===== config.mk =====
export PLATFORM = sky130hd
export DESIGN_NAME = fetch_issue_top
export DESIGN_NICKNAME = d
export VERILOG_FILES = /design/src/rtl/fetch_issue_pkg.sv /design/src/rtl/fetch_issue_top.sv /design/src/rtl/issue_stage.sv /design/src/rtl/operand_resolve.sv /design/src/rtl/pc_control.sv /design/src/rtl/instr_decoder.sv
export SDC_FILE = /design/constraint.sdc
export NUM_CORES = 1
export LEC_CHECK = 0
export CELL_PAD_IN_SITES_DETAIL_PLACEMENT = 0
export CELL_PAD_IN_SITES_GLOBAL_PLACEMENT = 1
export CORE_AREA = 2 2 236 238
export CTS_BUF_LIST = sky130_fd_sc_hd__clkbuf_4 sky130_fd_sc_hd__clkbuf_8
export CTS_CLUSTER_SIZE = 16
export DETAILED_ROUTE_END_ITERATION = 10
export DIE_AREA = 0 0 238 240
export DONT_BUFFER_PORTS = 1
export GPL_TIMING_DRIVEN = 0
export PLACE_DENSITY = 0.56
export SYNTH_ARGS = -nofsm -noshare
export SYNTH_HDL_FRONTEND = slang
export SYNTH_SLANG_ARGS = --single-unit

===== constraint.sdc =====
create_clock -name clk_in -period 6.1 [get_ports clk_in]
set_input_delay 0.305 -clock clk_in [delete_from_list [all_inputs] [get_ports clk_in]]
set_output_delay 0.305 -clock clk_in [all_outputs]
set_load 0.05 [all_outputs]

===== src/rtl/fetch_issue_pkg.sv =====
package fetch_issue_pkg;

  localparam int ROB_WIDTH = 4;  // ROB tag width
  localparam int XLEN      = 32;
  localparam int REG_ID_W  = 5;

  // ALU operation handed to the reservation stations
  typedef enum logic [3:0] {
    ALU_NOP,
    ALU_AND,
    ALU_OR,
    ALU_XOR,
    ALU_ADD,
    ALU_SUB,
    ALU_SRL,
    ALU_SRA,
    ALU_SLL,
    ALU_LT,
    ALU_LTU,
    ALU_EQ,
    ALU_NE,
    ALU_GE,
    ALU_GEU
  } alu_op_e;

  typedef enum logic [1:0] {
    ROB_REG    = 2'b00,
    ROB_STORE  = 2'b01,
    ROB_BRANCH = 2'b10
  } rob_kind_e;

  typedef enum logic [3:0] {
    CLS_LUI,
    CLS_AUIPC,
    CLS_JAL,
    CLS_BRANCH,
    CLS_LOAD,
    CLS_STORE,
    CLS_OP_IMM,
    CLS_OP,
    CLS_ILLEGAL
  } instr_class_e;

  typedef struct packed {
    instr_class_e        cls;
    alu_op_e             alu_op;
    logic [REG_ID_W-1:0] rs1;
    logic [REG_ID_W-1:0] rs2;
    logic [REG_ID_W-1:0] rd;           // zero when the class writes no register
    logic [XLEN-1:0]     imm;          // sign-extended, already picked for the class
    logic                use_rs1;
    logic                use_rs2;
    logic [1:0]          lsb_len;      // byte 00, half 01, word 11
    logic                load_signed;
  } decoded_t;

  typedef struct packed {
    logic                 valid;
    logic [ROB_WIDTH-1:0] tag;
    logic [XLEN-1:0]      value;
  } cdb_t;

  typedef struct packed {
    logic [XLEN-1:0]      value;
    logic [ROB_WIDTH-1:0] tag;
    logic                 valid;
  } rf_read_t;

  typedef struct packed {
    logic [XLEN-1:0] value;
    logic            ready;
  } rob_read_t;

  typedef struct packed {
    logic [XLEN-1:0]      value;
    logic [ROB_WIDTH-1:0] tag;    // producer tag while not valid
    logic                 valid;
  } operand_t;

  typedef struct packed {
    alu_op_e              alu_op;
    operand_t             opnd1;
    operand_t             opnd2;
    logic [ROB_WIDTH-1:0] dest_tag;
  } rs_issue_t;

  typedef struct packed {
    rob_kind_e           kind;
    logic                value_ready;
    logic [XLEN-1:0]     value;
    logic [REG_ID_W-1:0] rd;
  } rob_issue_t;

  typedef struct packed {
    logic                 wr;         // 1 for store
    logic                 is_signed;
    logic [1:0]           len;
    operand_t             addr;
    operand_t             value;
    logic [11:0]          offset;
    logic [ROB_WIDTH-1:0] dest_tag;
  } lsb_issue_t;

endpackage

===== src/rtl/fetch_issue_top.sv =====
`timescale 1ns/10ps

module fetch_issue_top import fetch_issue_pkg::*; #(
  parameter int LOCAL_WIDTH = 6,
  parameter int NUM_CDB     = 3
) (
  input  logic                   clk_in,
  input  logic                   rst_in,
  // instruction memory
  output logic                   fetch_req,
  output logic [XLEN-1:0]        fetch_addr,
  input  logic                   fetch_done,
  input  logic [XLEN-1:0]        fetch_instr,
  input  logic                   rs_full,
  input  logic                   rob_full,
  input  logic                   lsb_full,
  // register file
  output logic [REG_ID_W-1:0]    rf_id_rs1,
  output logic [REG_ID_W-1:0]    rf_id_rs2,
  output logic [REG_ID_W-1:0]    rf_id_rd,
  output logic [ROB_WIDTH-1:0]   rf_tag_rd,
  input  rf_read_t               rf_rs1,
  input  rf_read_t               rf_rs2,
  // reorder buffer, looked up with the RF tags
  input  logic [ROB_WIDTH-1:0]   rob_index,
  input  rob_read_t              rob_rs1,
  input  rob_read_t              rob_rs2,
  input  cdb_t                   cdb [NUM_CDB],
  output logic [LOCAL_WIDTH-1:0] predict_addr,
  input  logic                   predict_jump,
  output logic                   rs_issue_strobe,
  output rs_issue_t              rs_issue,
  output logic                   rob_issue_strobe,
  output rob_issue_t             rob_issue,
  output logic                   lsb_issue_strobe,
  output lsb_issue_t             lsb_issue,
  input  logic                   clear_signal,
  input  logic [XLEN-1:0]        correct_pc
);

  logic                 issue_go;
  decoded_t             dec;
  logic [XLEN-1:0]      pc;
  logic [XLEN-1:0]      branch_target;
  operand_t             opnd1;
  operand_t             opnd2;
  logic [ROB_WIDTH-1:0] rob_tag;

  assign fetch_req = !(rob_full || rs_full || lsb_full);
  assign issue_go = fetch_done && fetch_req;
  assign fetch_addr = pc;

  assign rf_id_rs1 = dec.use_rs1 ? dec.rs1 : '0;  // unread fields look up x0
  assign rf_id_rs2 = dec.use_rs2 ? dec.rs2 : '0;
  assign rf_id_rd = dec.rd;
  assign rf_tag_rd = rob_tag;

  instr_decoder u_decoder (
    .instr (fetch_instr),
    .dec   (dec)
  );

  pc_control #(.LOCAL_WIDTH(LOCAL_WIDTH)) u_pc (
    .clk_in, .rst_in, .issue_go, .dec, .predict_jump, .clear_signal, .correct_pc,
    .pc, .branch_target, .predict_addr
  );

  operand_resolve #(.NUM_CDB(NUM_CDB)) u_resolve_rs1 (
    .reg_id (rf_id_rs1), .rf (rf_rs1), .rob (rob_rs1),
    .last_rob_strobe (rob_issue_strobe), .last_rob_tag (rob_index), .last_rob (rob_issue),
    .cdb, .opnd (opnd1)
  );

  operand_resolve #(.NUM_CDB(NUM_CDB)) u_resolve_rs2 (
    .reg_id (rf_id_rs2), .rf (rf_rs2), .rob (rob_rs2),
    .last_rob_strobe (rob_issue_strobe), .last_rob_tag (rob_index), .last_rob (rob_issue),
    .cdb, .opnd (opnd2)
  );

  issue_stage #(.LOCAL_WIDTH(LOCAL_WIDTH)) u_issue (
    .clk_in, .rst_in, .issue_go, .clear_signal, .dec, .pc, .branch_target,
    .predict_jump, .predict_addr, .rob_index, .opnd1, .opnd2,
    .rs_issue_strobe, .rs_issue, .rob_issue_strobe, .rob_issue,
    .lsb_issue_strobe, .lsb_issue, .rob_tag
  );

endmodule


===== src/rtl/issue_stage.sv =====
`timescale 1ns/10ps

module issue_stage import fetch_issue_pkg::*; #(
  parameter int LOCAL_WIDTH = 6
) (
  input  logic                   clk_in,
  input  logic                   rst_in,
  input  logic                   issue_go,
  input  logic                   clear_signal,
  input  decoded_t               dec,
  input  logic [XLEN-1:0]        pc,
  input  logic [XLEN-1:0]        branch_target,
  input  logic                   predict_jump,
  input  logic [LOCAL_WIDTH-1:0] predict_addr,
  input  logic [ROB_WIDTH-1:0]   rob_index,
  input  operand_t               opnd1,
  input  operand_t               opnd2,
  output logic                   rs_issue_strobe,
  output rs_issue_t              rs_issue,
  output logic                   rob_issue_strobe,
  output rob_issue_t             rob_issue,
  output logic                   lsb_issue_strobe,
  output lsb_issue_t             lsb_issue,
  output logic [ROB_WIDTH-1:0]   rob_tag
);

  logic [XLEN-1:0] pc_plus4;
  logic [XLEN-1:0] alt_pc;
  logic            rs_go;
  logic            rob_go;
  logic            lsb_go;
  rs_issue_t       rs_next;
  rob_issue_t      rob_next;
  lsb_issue_t      lsb_next;

  assign pc_plus4 = pc + 32'd4;
  assign alt_pc = predict_jump ? pc_plus4 : branch_target;  // path the prediction skips

  // ROB slot for the instruction issuing now; rob_index still points
  // at the entry written from last cycle's strobe
  assign rob_tag = rob_issue_strobe ? rob_index + 1'b1 : rob_index;

  assign rob_go = issue_go && (dec.cls != CLS_ILLEGAL);
  assign rs_go  = issue_go && (dec.cls inside {CLS_BRANCH, CLS_OP_IMM, CLS_OP});
  assign lsb_go = issue_go && (dec.cls inside {CLS_LOAD, CLS_STORE});

  always_comb begin
    rs_next.alu_op = dec.alu_op;
    rs_next.opnd1 = opnd1;
    rs_next.opnd2 = opnd2;
    if (!dec.use_rs2) begin
      rs_next.opnd2 = '{value: dec.imm, tag: '0, valid: 1'b1};  // OP-IMM immediate
    end
    rs_next.dest_tag = rob_tag;
  end

  always_comb begin
    rob_next.kind = ROB_REG;
    rob_next.value_ready = 1'b0;
    rob_next.value = '0;
    rob_next.rd = dec.rd;
    case (dec.cls)
      CLS_LUI: begin
        rob_next.value_ready = 1'b1;
        rob_next.value = dec.imm;
      end
      CLS_AUIPC: begin
        rob_next.value_ready = 1'b1;
        rob_next.value = branch_target;  // pc + upper imm
      end
      CLS_JAL: begin
        rob_next.value_ready = 1'b1;
        rob_next.value = pc_plus4;  // link address
      end
      CLS_BRANCH: begin
        rob_next.kind = ROB_BRANCH;
        // predictor index | alternative pc | predicted direction | 0
        rob_next.value = {predict_addr, alt_pc[XLEN-1-LOCAL_WIDTH:2], predict_jump, 1'b0};
      end
      CLS_STORE: begin
        rob_next.kind = ROB_STORE;
        rob_next.value_ready = 1'b1;
      end
      default: rob_next.value = '0;
    endcase
  end

  always_comb begin
    lsb_next.wr = (dec.cls == CLS_STORE);
    lsb_next.is_signed = dec.load_signed;
    lsb_next.len = dec.lsb_len;
    lsb_next.addr = opnd1;  // base register
    lsb_next.value = opnd2;  // store data, x0 for loads
    lsb_next.offset = dec.imm[11:0];
    lsb_next.dest_tag = rob_tag;
  end

  always_ff @(posedge clk_in) begin
    if (rst_in || clear_signal) begin
      rs_issue_strobe <= 1'b0;
      rob_issue_strobe <= 1'b0;
      lsb_issue_strobe <= 1'b0;
    end else begin
      rs_issue_strobe <= rs_go;  // one-cycle strobes
      rob_issue_strobe <= rob_go;
      lsb_issue_strobe <= lsb_go;
    end
  end

  always_ff @(posedge clk_in) begin
    if (rs_go) rs_issue <= rs_next;
    if (rob_go) rob_issue <= rob_next;
    if (lsb_go) lsb_issue <= lsb_next;
  end

  a_rs_lsb_exclusive: assert property (@(posedge clk_in) disable iff (rst_in)
    !(rs_issue_strobe && lsb_issue_strobe))
    else $error("RS and LSB issued in the same cycle");

endmodule


===== src/rtl/operand_resolve.sv =====
`timescale 1ns/10ps

module operand_resolve import fetch_issue_pkg::*; #(
  parameter int NUM_CDB = 3
) (
  input  logic [REG_ID_W-1:0]  reg_id,
  input  rf_read_t             rf,
  input  rob_read_t            rob,
  input  logic                 last_rob_strobe,
  input  logic [ROB_WIDTH-1:0] last_rob_tag,
  input  rob_issue_t           last_rob,
  input  cdb_t                 cdb [NUM_CDB],
  output operand_t             opnd
);

  logic dup_tag;

  always_comb begin
    opnd = '{value: '0, tag: rf.tag, valid: 1'b0};
    if (reg_id == '0) begin
      opnd.valid = 1'b1;  // x0 reads as zero
    end else if (rf.valid) begin
      opnd.value = rf.value;
      opnd.valid = 1'b1;
    end else if (rob.ready) begin
      opnd.value = rob.value;
      opnd.valid = 1'b1;
    end else if (last_rob_strobe && last_rob.value_ready && last_rob_tag == rf.tag) begin
      // entry goes into the ROB this cycle, not visible there yet
      opnd.value = last_rob.value;
      opnd.valid = 1'b1;
    end else begin
      for (int i = NUM_CDB - 1; i >= 0; i--) begin  // descending so the lowest hit stays
        if (cdb[i].valid && cdb[i].tag == rf.tag) begin
          opnd.value = cdb[i].value;
          opnd.valid = 1'b1;
        end
      end
    end
  end

  always_comb begin
    dup_tag = 1'b0;
    for (int i = 0; i < NUM_CDB; i++) begin
      for (int j = i + 1; j < NUM_CDB; j++) begin
        if (cdb[i].valid && cdb[j].valid && cdb[i].tag == cdb[j].tag) begin
          dup_tag = 1'b1;
        end
      end
    end
  end

  // each ROB tag has exactly one producer on the result buses
  always_comb begin
    assert final (!dup_tag) else $error("two result buses carry the same tag");
  end

endmodule


===== src/rtl/pc_control.sv =====
`timescale 1ns/10ps

module pc_control import fetch_issue_pkg::*; #(
  parameter int LOCAL_WIDTH = 6
) (
  input  logic                   clk_in,
  input  logic                   rst_in,
  input  logic                   issue_go,
  input  decoded_t               dec,
  input  logic                   predict_jump,
  input  logic                   clear_signal,
  input  logic [XLEN-1:0]        correct_pc,
  output logic [XLEN-1:0]        pc,
  output logic [XLEN-1:0]        branch_target,
  output logic [LOCAL_WIDTH-1:0] predict_addr
);

  logic [XLEN-1:0] pc_plus4;

  assign pc_plus4 = pc + 32'd4;
  assign branch_target = pc + dec.imm;  // also pc + upper imm for AUIPC
  assign predict_addr = pc[LOCAL_WIDTH+1:2];  // counter group select

  always_ff @(posedge clk_in) begin
    if (rst_in) begin
      pc <= '0;
    end else if (clear_signal) begin
      pc <= correct_pc;  // mispredict redirect wins over issue
    end else if (issue_go) begin
      case (dec.cls)
        CLS_JAL:     pc <= branch_target;
        CLS_BRANCH:  pc <= predict_jump ? branch_target : pc_plus4;
        CLS_ILLEGAL: pc <= pc;  // unknown encoding, hold
        default:     pc <= pc_plus4;
      endcase
    end
  end

  // targets and redirects all come from outside sources
  a_pc_aligned: assert property (@(posedge clk_in) disable iff (rst_in) pc[1:0] == 2'b00)
    else $error("PC %h not word aligned", pc);

endmodule


===== src/rtl/instr_decoder.sv =====
`timescale 1ns/10ps

module instr_decoder import fetch_issue_pkg::*; (
  input  logic [XLEN-1:0] instr,
  output decoded_t        dec
);

  logic [6:0]      opcode;
  logic [2:0]      funct3;
  logic [XLEN-1:0] imm_i;
  logic [XLEN-1:0] imm_s;
  logic [XLEN-1:0] imm_b;
  logic [XLEN-1:0] imm_u;
  logic [XLEN-1:0] imm_j;

  assign opcode = instr[6:0];
  assign funct3 = instr[14:12];

  assign imm_i = {{20{instr[31]}}, instr[31:20]};
  assign imm_s = {{20{instr[31]}}, instr[31:25], instr[11:7]};
  assign imm_b = {{20{instr[31]}}, instr[7], instr[30:25], instr[11:8], 1'b0};
  assign imm_u = {instr[31:12], 12'b0};
  assign imm_j = {{12{instr[31]}}, instr[19:12], instr[20], instr[30:21], 1'b0};

  always_comb begin
    dec = '0;
    dec.cls = CLS_ILLEGAL;
    dec.alu_op = ALU_NOP;
    dec.rs1 = instr[19:15];
    dec.rs2 = instr[24:20];
    dec.lsb_len = {funct3[1], funct3[1] | funct3[0]};  // 00/01/10 -> byte/half/word
    dec.load_signed = ~funct3[2];  // LBU and LHU have funct3[2] set
    case (opcode)
      7'b0110111: begin
        dec.cls = CLS_LUI;
        dec.imm = imm_u;
      end
      7'b0010111: begin
        dec.cls = CLS_AUIPC;
        dec.imm = imm_u;
      end
      7'b1101111: begin
        dec.cls = CLS_JAL;
        dec.imm = imm_j;
      end
      7'b1100011: begin
        dec.cls = CLS_BRANCH;
        dec.imm = imm_b;
        dec.use_rs1 = 1'b1;
        dec.use_rs2 = 1'b1;
        case (funct3)
          3'b000:  dec.alu_op = ALU_EQ;
          3'b001:  dec.alu_op = ALU_NE;
          3'b100:  dec.alu_op = ALU_LT;
          3'b101:  dec.alu_op = ALU_GE;
          3'b110:  dec.alu_op = ALU_LTU;
          3'b111:  dec.alu_op = ALU_GEU;
          default: dec.cls = CLS_ILLEGAL;  // 010 and 011 are unused
        endcase
      end
      7'b0000011: begin
        dec.cls = (funct3 inside {3'b011, 3'b110, 3'b111}) ? CLS_ILLEGAL : CLS_LOAD;
        dec.imm = imm_i;
        dec.use_rs1 = 1'b1;
      end
      7'b0100011: begin
        dec.cls = (funct3[2] || funct3[1:0] == 2'b11) ? CLS_ILLEGAL : CLS_STORE;
        dec.imm = imm_s;
        dec.use_rs1 = 1'b1;
        dec.use_rs2 = 1'b1;
      end
      7'b0010011, 7'b0110011: begin
        // opcode bit 5 tells OP from OP-IMM
        dec.cls = opcode[5] ? CLS_OP : CLS_OP_IMM;
        dec.imm = imm_i;
        dec.use_rs1 = 1'b1;
        dec.use_rs2 = opcode[5];
        case (funct3)
          3'b000: dec.alu_op = (opcode[5] && instr[30]) ? ALU_SUB : ALU_ADD;
          3'b001: dec.alu_op = ALU_SLL;
          3'b010: dec.alu_op = ALU_LT;
          3'b011: dec.alu_op = ALU_LTU;
          3'b100: dec.alu_op = ALU_XOR;
          3'b101: dec.alu_op = instr[30] ? ALU_SRA : ALU_SRL;
          3'b110: dec.alu_op = ALU_OR;
          3'b111: dec.alu_op = ALU_AND;
        endcase
      end
      default: dec.cls = CLS_ILLEGAL;
    endcase
    // only register writers rename rd, x0 otherwise
    if (dec.cls inside {CLS_LUI, CLS_AUIPC, CLS_JAL, CLS_LOAD, CLS_OP_IMM, CLS_OP}) begin
      dec.rd = instr[11:7];
    end
  end

  always_comb begin
    if (dec.cls == CLS_OP || dec.cls == CLS_OP_IMM) begin
      assert final (dec.alu_op != ALU_NOP)
        else $error("ALU class decoded to NOP, instr %h", instr);
    end
  end

endmodule


Word-level counts from Yosys, hierarchy flattened --
Index checks and enable logic that the tools add are counted.
Storage, ports and cells: register bits after elaboration 251, output and inout bits 277
Cells by class: $add $sub $neg 3, equal/unequal tests 34, multiplexer cells 54, bitwise logic cells 2, reduce and logical (&&, ||, !) cells 36
Operator list (count):
- $mux 32 | 17
- $pmux 32 s5 | 1
- $pmux 32 s4 | 1
- $pmux 32 s3 | 1
- $mux 37 | 1
- $add 32x3->32 const B | 1
- $add 32x32->32 | 1
- $eq 4x4->1 | 8
- $pmux 4 s8 | 1
- $pmux 4 s7 | 1
- $mux 26 | 1
- $pmux 4 s6 | 1
- $eq 7x6->1 const B | 3
- $mux 1 | 19
- $eq 4x3->1 const B | 4
- $mux 4 | 4
- $mux 5 | 3
- $eq 7x5->1 const B | 2
- $eq 7x7->1 const B | 2
- $logic_and 1x1->1 | 14
- $eq 3x3->1 const B | 4
- $logic_not 5->1 | 2
- $eq 4x2->1 const B | 2
- $pmux 4 s2 | 1
- 26 further kinds | 34

Depth between registers and ports, before layout --
Gate-level depths: netlist of run 1.
depth in word-level cells 10, depth in mapped cells 18, depth with buffers taken out 15

By module --
Synthesis of run 1 repeated with hierarchy kept, for this count alone.
Unflattened totals: cells, all modules 1886, area, all modules 17770.8 um^2
By module, submodules not included:
- issue_stage | times used 1, cells each 465, area each 8371.8 um^2, seq. area each 6546.3 um^2
- operand_resolve | times used 2, cells each 346, area each 2155.8 um^2, seq. area each 0.0 um^2
- pc_control | times used 1, cells each 580, area each 4077.7 um^2, seq. area each 640.6 um^2
- instr_decoder | times used 1, cells each 137, area each 927.1 um^2, seq. area each 0.0 um^2
- fetch_issue_top | times used 1, cells each 12, area each 82.6 um^2, seq. area each 0.0 um^2

Least setup slack after synthesis of run 1 --
No wires, ideal clock.
path type input to register, from input rs_full, to register u_issue.lsb_issue[0] (netlist name), library setup time 0.578 ns, data arrival time 6.432 ns, data required time 5.522 ns, slack -0.911 ns, stages on the path 3, path buffers 0, cell sequence nor3_1 > nand2_1 > a21oi_1
On the way: word-level cells in the longest chain between the ends 5
RTL lines:
- start: declaration | line fetch_issue_top.sv:14 | input logic rs_full,
- $logic_or 1x1->1 (2 in a row) | line fetch_issue_top.sv:49 | assign fetch_req = !(rob_full || rs_full || lsb_full);
- $logic_not 1->1 | line fetch_issue_top.sv:49
- $logic_and 1x1->1 | line fetch_issue_top.sv:50 | assign issue_go = fetch_done && fetch_req;
- $logic_and 1x1->1 | line issue_stage.sv:45 | assign lsb_go = issue_go && (dec.cls inside {CLS_LOAD, CLS_STORE});
- named net u_issue.lsb_go | line issue_stage.sv:31 | logic lsb_go;
The timed path passes the listed nets, and every way through them passes these cells. A chain may end at the register's enable or synchronous reset.

==> impl_metrics.json, run 1 <==
{
  "status": "finished, final reports clean",
  "ys_types": 77,
  "synth_top_area_share_pct": 41.4,
  "dp_hpwl_mm": 70.5,
  "dpl_cell_area_um2": 16800,
  "synth_nets": 2000,
  "synth-simple-area-share_pct": 14.1,
  "syn_area_per_cell_um2": 9.57,
  "cts_buffer_depth": 3,
  "skew_ps": 51.1,
  "synth_top_family_by_area": "compound AO/OA/AOI/OAI gates",
  "ant_nets": 0,
  "p_per_area_nw_per_um2": 241,
  "cts_tree": "done",
  "finalWirelength_mm": 86.1,
  "antenna_found_initial": 11,
  "cts_resized": 0,
  "coreArea_um2": 54700,
  "synthAdderAreaFrac_pct": 2.76,
  "start_kind": "input pin",
  "final_cell_mix": "216 x edfxtp_1, 161 x nor2_1, 137 x a21oi_1, 126 x nand2_1, 81 x clkbuf_1",
  "overflow": 0,
  "synthMuxAreaShare_pct": 0.327,
  "synth_area_leaders": "edfxtp_1 41%, dfxtp_1 4.5%, a21oi_1 4.4%, nor2_1 3.9%, a22oi_1 3.4%",
  "nets": 2138,
  "die_area_um2": 57100,
  "synthToLayoutAreaGrowth_pct": 19.2,
  "max_slew.worst_pin.slew_ps": 1340,
  "cts_buffers": 49,
  "hold_ws_ps": 40.5,
  "rsz0062_at_grt": "no",
  "maxCapViolations": 0,
  "synth_top_area_cell": "edfxtp_1",
  "dpl.cell_count": 2350,
  "multi_input_area_um2": 7630,
  "rrSetupSlack_ps": 2170,
  "grt_max_degree": 50,
  "critPathKind": "in2reg",
  "clock_latency_ps": 650,
  "fin_crit_sh_pct": 69.0,
  "worstPathMaxFanout": 9,
  "critPathRequiredTime_ps": 6460,
  "cts_setup_buffers": 0,
  "clk_pin_slew_ps": 60,
  "initial_core_util_pct": 28.7,
  "yosysSeqAreaShare_pct": 45.8,
  "path_cells": "nand2b_1 > buf_2 > a21oi_2 > and2_1 > clkbuf_1 > a21oi_1 > inv_1 > ha_1 > buf_2 > inv_1 > nor3_1 > a22o_1 > o31a_2 > a41oi_2 > nor3_1 > nor3b_1 > o21ai_0",
  "first_global_vias": 14500,
  "crit_path_max_incr_delay_ps": 510,
  "clock-sinks": 251,
  "drtIter0Drc": 1541,
  "finalNonFillerCells": 2527,
  "synth_edf_count": 216,
  "hold_violations": 0,
  "drtPass1Iterations": 6,
  "max_slew_margin_pct": 10.4,
  "design_area_um2": 18700,
  "fillers": 5651,
  "yosysWarningCount": 0,
  "min_period_ps": 4210,
  "synth_compound_area_share_pct": 26.2,
  "vias_per_cell": 5.92,
  "place_congestion": 0.950,
  "cts_root_buf": "clkbuf_8",
  "ir_drop_v": 0.000125,
  "vias": 15000,
  "synth-xor-area-share_pct": 5.14,
  "grt_pass1_wl_mm": 117,
  "rows": 86,
  "endpoint_kind": "register",
  "ys_seq_elements": 251,
  "slew_viol_final": 0,
  "final_common_cell": "edfxtp_1",
  "htreeDepth": 2,
  "fp.dieH_um": 240,
  "final-setup-viol-count": 0,
  "fmax_ghz": 0.238,
  "cts_hold_buf": 80,
  "drive_gt1_share_pct": 10.8,
  "regArea_um2": 7190,
  "leakage_nw": 6.68,
  "hold_path.class": "in2reg",
  "cpMaxStageDelayCell": "a21oi_2",
  "routedWlPerCell_um": 34.1,
  "drc": 0,
  "async_reset_ff_share_pct": 0,
  "die_w_um": 238,
  "cp.arrival_ps": 4570,
  "syn_inst": 1639,
  "netlist_area_um2": 15700,
  "ios": 604,
  "grt_usage_pct": 28.8,
  "portBuffers": 0,
  "synthFlopType": "edfxtp_1"
}
metrics by stage:
| stage | util (%) | setup slack, ps | power [W] | setup TNS (ps) |
|---|---|---|---|---|
| finish | 34.2 | 1890 | 0.00450 | 0 |
| global route | 34.2 | 1800 | 0.00464 | 0 |
| CTS | 34.2 | 2020 | 0.00453 | 0 |
| global placement | 30.3 | -2410 | 0.00245 | -287190 |
| floorplan | - | 257 | 0.00230 | 0 |
| detailed placement | 30.6 | 1350 | 0.00245 | 0 |
worst max-delay path: cells and delay by family:
kind | cells | cell delay (ps)
AND/OR/NAND/NOR | 5 | 850
buffers and inverters | 5 | 1000
AO/OA/AOI/OAI | 6 | 2160
adder cells (fa/ha/maj) | 1 | 240
logic make-up (layout without fill, tap and decap cells):
kind of cell	Yosys count	in the layout
muxes	5	5
other	0	6
buffers and inverters	211	389
xor gates and xnor gates	92	92
and+or+nand+nor	462	462
adders and majority gates	34	34
AOI/OAI and AO/OA	584	584
DFF	251	251
final timing paths:
check,startpoint,to,cells past startpoint
worst max-delay path,fetch_instr[4],u_issue.rob_issue[32]$_DFFE_PP_,17
worst min-delay path,rf_rs1[25],u_issue.rs_issue[66]$_DFFE_PP_,2
worst max register to register,u_pc.pc[2]$_SDFFE_PP0P_,u_issue.rob_issue[31]$_DFFE_PP_,9
worst min register to register,u_pc.pc[0]$_SDFFE_PP0P_,u_pc.pc[0]$_SDFFE_PP0P_,2
layer usage:
layer | part of all wire [%] | vias up | GRT usage (%)
met1 | 38 | 7528 | 33.9
met3 | 8.2 | 124 | 7.07
met4 | 3.0 | 8 | 9.73
li1 | - | 6508 | -
met2 | 50 | 786 | 51.3
met5 | 0.053 | - | 0
where the power goes:
group          internal (W)  total, W  switching (W)  leakage (nW)
combinational      0.000185  0.000498       0.000314          3.87
sequential          0.00186   0.00197       0.000105          2.23
clock               0.00118   0.00203       0.000849         0.587
total               0.00323   0.00450        0.00127          6.68
cell usage after synthesis (all sizes together), types with 4 or more instances:
cell type and n:
xnor2 48, o22ai 43, a22o 6, o21a 5
a211oi 11, ha 33, or2 4, o21bai 28
mux2i 4, nand2 126, or4 5, nand2b 8
o221ai 11, clkbuf 81, nand4 12, buf 52
a222oi 13, a31oi 6, dfxtp 35, a21oi 142
edfxtp 216, inv 77, a22oi 72, and4 5
a221oi 44, o21ai 82, o211ai 7, or3 6
nor4 11, and3 14, a21o 14, nand3b 6
nand3 33, xor2 44, nor2b 7, a311oi 5
o31ai 37, nor2 163, o221a 30, and2 30
nor3 28
state kept, by name, summed over array words and instances, names as in the netlist:
name and count:
u_issue.lsb_issue 94, u_issue.rs_issue 82, u_issue.rob_issue 40, u_pc.pc 32
u_issue.lsb_issue_strobe 1, u_issue.rob_issue_strobe 1, u_issue.rs_issue_strobe 1
area by class of cell:
class                   count  share of cell area [%]
inverters                  78                    1.57
multi-input cells        1177                    40.8
clock buffers              59                    4.14
diodes                      6                  0.0803
flip-flops and latches    251                    38.4
repair buffers             87                    5.15
well taps                 704                    4.71
plain buffers             133                    3.20
clock inverters            32                    1.92
Note: power is estimated with default switching activity, not from simulation.
==> inputs of run 2 (changes only) <==
==> constraint.sdc (replaced) <==
create_clock -name clk_in -period 3.5 [get_ports clk_in]
set_input_delay 0.175 -clock clk_in [delete_from_list [all_inputs] [get_ports clk_in]]
set_output_delay 0.175 -clock clk_in [all_outputs]
set_load 0.05 [all_outputs]
==> run 2 against run 1 <==
Compared with the run above: power rose by 73%; count of clock-buffer cells in the layout rose by 3; non-clock buffer count rose by 101; largest power group is now registers.
==> impl_metrics.json, run 2 (synthesis results as in run 1) <==
{
  "first_global_vias": 14900,
  "clock-sinks": 251,
  "portBuffers": 0,
  "min_period_ps": 3490,
  "leakage_nw": 7.16,
  "vias_per_cell": 5.85,
  "dp_slack_ps": -1190,
  "max_slew.worst_pin.slew_ps": 1200,
  "start_kind": "input pin",
  "status": "finished, final reports clean",
  "fp.dieH_um": 240,
  "nets": 2240,
  "dpl_cell_area_um2": 16700,
  "largestRegisters": "u_issue.lsb_issue x94, u_issue.rs_issue x82, u_issue.rob_issue x40",
  "ant_nets": 0,
  "reg2reg_from": "u_pc.pc[23]$_SDFFE_PP0P_",
  "coreArea_um2": 54700,
  "rows": 86,
  "cts_tree": "done",
  "cts_root_buf": "clkbuf_8",
  "grt_max_degree": 50,
  "grt_pass1_wl_mm": 120,
  "clock_latency_ps": 660,
  "drc": 0,
  "cts_buffer_depth": 3,
  "fmax_ghz": 0.287,
  "synthToLayoutAreaGrowth_pct": 26.4,
  "drtIter0Drc": 1439,
  "antenna_found_initial": 6,
  "endpoint": "u_issue.rs_issue[10]$_DFFE_PP_",
  "max_slew_margin_pct": 19.6,
  "ir_drop_v": 0.000242,
  "hold_ws_ps": 35.5,
  "worst_slack_ps": 11.4,
  "cp.arrival_ps": 4020,
  "p_per_area_nw_per_um2": 392,
  "maxCapViolations": 0,
  "slew_viol_final": 0,
  "dp_hpwl_mm": 70.8,
  "initial_core_util_pct": 28.7,
  "final_common_cell": "edfxtp_1",
  "final-setup-viol-count": 0,
  "routedWlPerCell_um": 33.7,
  "design_area_um2": 19800,
  "clk_pin_slew_ps": 70,
  "largest_reg_flops": 94,
  "overflow": 0,
  "place_congestion": 0.962,
  "skew_ps": 44.8,
  "finalWirelength_mm": 88.4,
  "rsz0062_at_grt": "yes",
  "regMostFlops": "u_issue.lsb_issue",
  "fin_crit_sh_pct": 99.7,
  "drive_gt1_share_pct": 12.6,
  "die_area_um2": 57100,
  "critPathKind": "in2reg",
  "vias": 15400,
  "hold_path.class": "in2reg",
  "hold_violations": 0,
  "r2r_cells": 9,
  "rrSetupSlack_ps": 100,
  "r2r_end": "u_issue.rob_issue[35]$_DFFE_PP_",
  "final_cell_mix": "216 x edfxtp_1, 180 x dlygate4sd3_1, 159 x nor2_1, 127 x a21oi_1, 125 x nand2_1",
  "utilization_pct": 36.3,
  "cts_buffers": 50,
  "grt_usage_pct": 29.5,
  "endpoint_kind": "register",
  "critPathRequiredTime_ps": 4030,
  "drtPass1Iterations": 6,
  "die_w_um": 238,
  "htreeDepth": 2,
  "worstPathMaxFanout": 10,
  "hold_path_depth": 4,
  "crit_start": "rf_rs2[3]",
  "finalPower_w": 0.00777,
  "ios": 604
}
-- run 2: area by class of cell --
class | instances | area [µm²]
sequential | 251 | 7210
tap | 704 | 881
inverter | 78 | 297
buffer | 131 | 599
clock buffer | 62 | 791
antenna | 4 | 10.0
multi-input combinational | 1177 | 7780
timing repair buffer | 190 | 1970
clock inverter | 29 | 277
fill | 5613 | 34800
-- run 2: metal layers --
metal  track usage, %  part of all wire (%)  vias up
li1                 -                     -     6731
met1             34.4                    38     7670
met2             51.6                    49      805
met3             7.82                   8.6      143
met4             11.6                   4.2        2
met5                0                 0.020        -
-- run 2: critical path: stages --
cell	delay, ps
dlygate4sd3_1	570
buf_2	190
xor2_1	200
nor4_4	640
clkbuf_1	540
a22oi_1	180
o21ai_0	520
o221a_2	340
o21bai_1	100
dlygate4sd3_1	550
-- run 2: report_power, final --
group,leakage [nW],internal [W],switching (W)
clock network,0.552,0.00186,0.00148
registers,2.23,0.00325,0.000184
logic,4.37,0.000401,0.000594
total,7.16,0.00551,0.00226
-- run 2: metrics by stage --
stage / TNS, ps / std cells
2_1_floorplan: 0 / 1639
3_3_place_gp: -198970 / 2343
3_5_place_dp: -48810 / 2350
4_1_cts: 0 / 2621
5_1_grt: -89.4 / 2625
6_report: 0 / 2626
-- run 2: what timing repair did --
item,4_1_cts,5_1_grt
hold buffers,180,0
hold endpoints to repair,203,0
gates resized for setup,33,24
pin swaps,1,3
setup endpoints to repair,49,25
buffers inserted,1,2
-- run 2: worst min path at each step --
stage                                           end            start  slack, ps
floorplan           u_issue.lsb_issue[17]$_DFFE_PP_        rf_rs2[1]        270
detailed placement  u_issue.lsb_issue[18]$_DFFE_PP_        rf_rs2[2]        270
global placement    u_issue.lsb_issue[20]$_DFFE_PP_        rf_rs2[4]        270
global route        u_issue.lsb_issue[28]$_DFFE_PP_       rf_rs2[12]         30
CTS                 u_issue.lsb_issue[49]$_DFFE_PP_         cdb[102]        0.5
finish              u_issue.rob_issue[25]$_DFFE_PP_  fetch_instr[20]         40
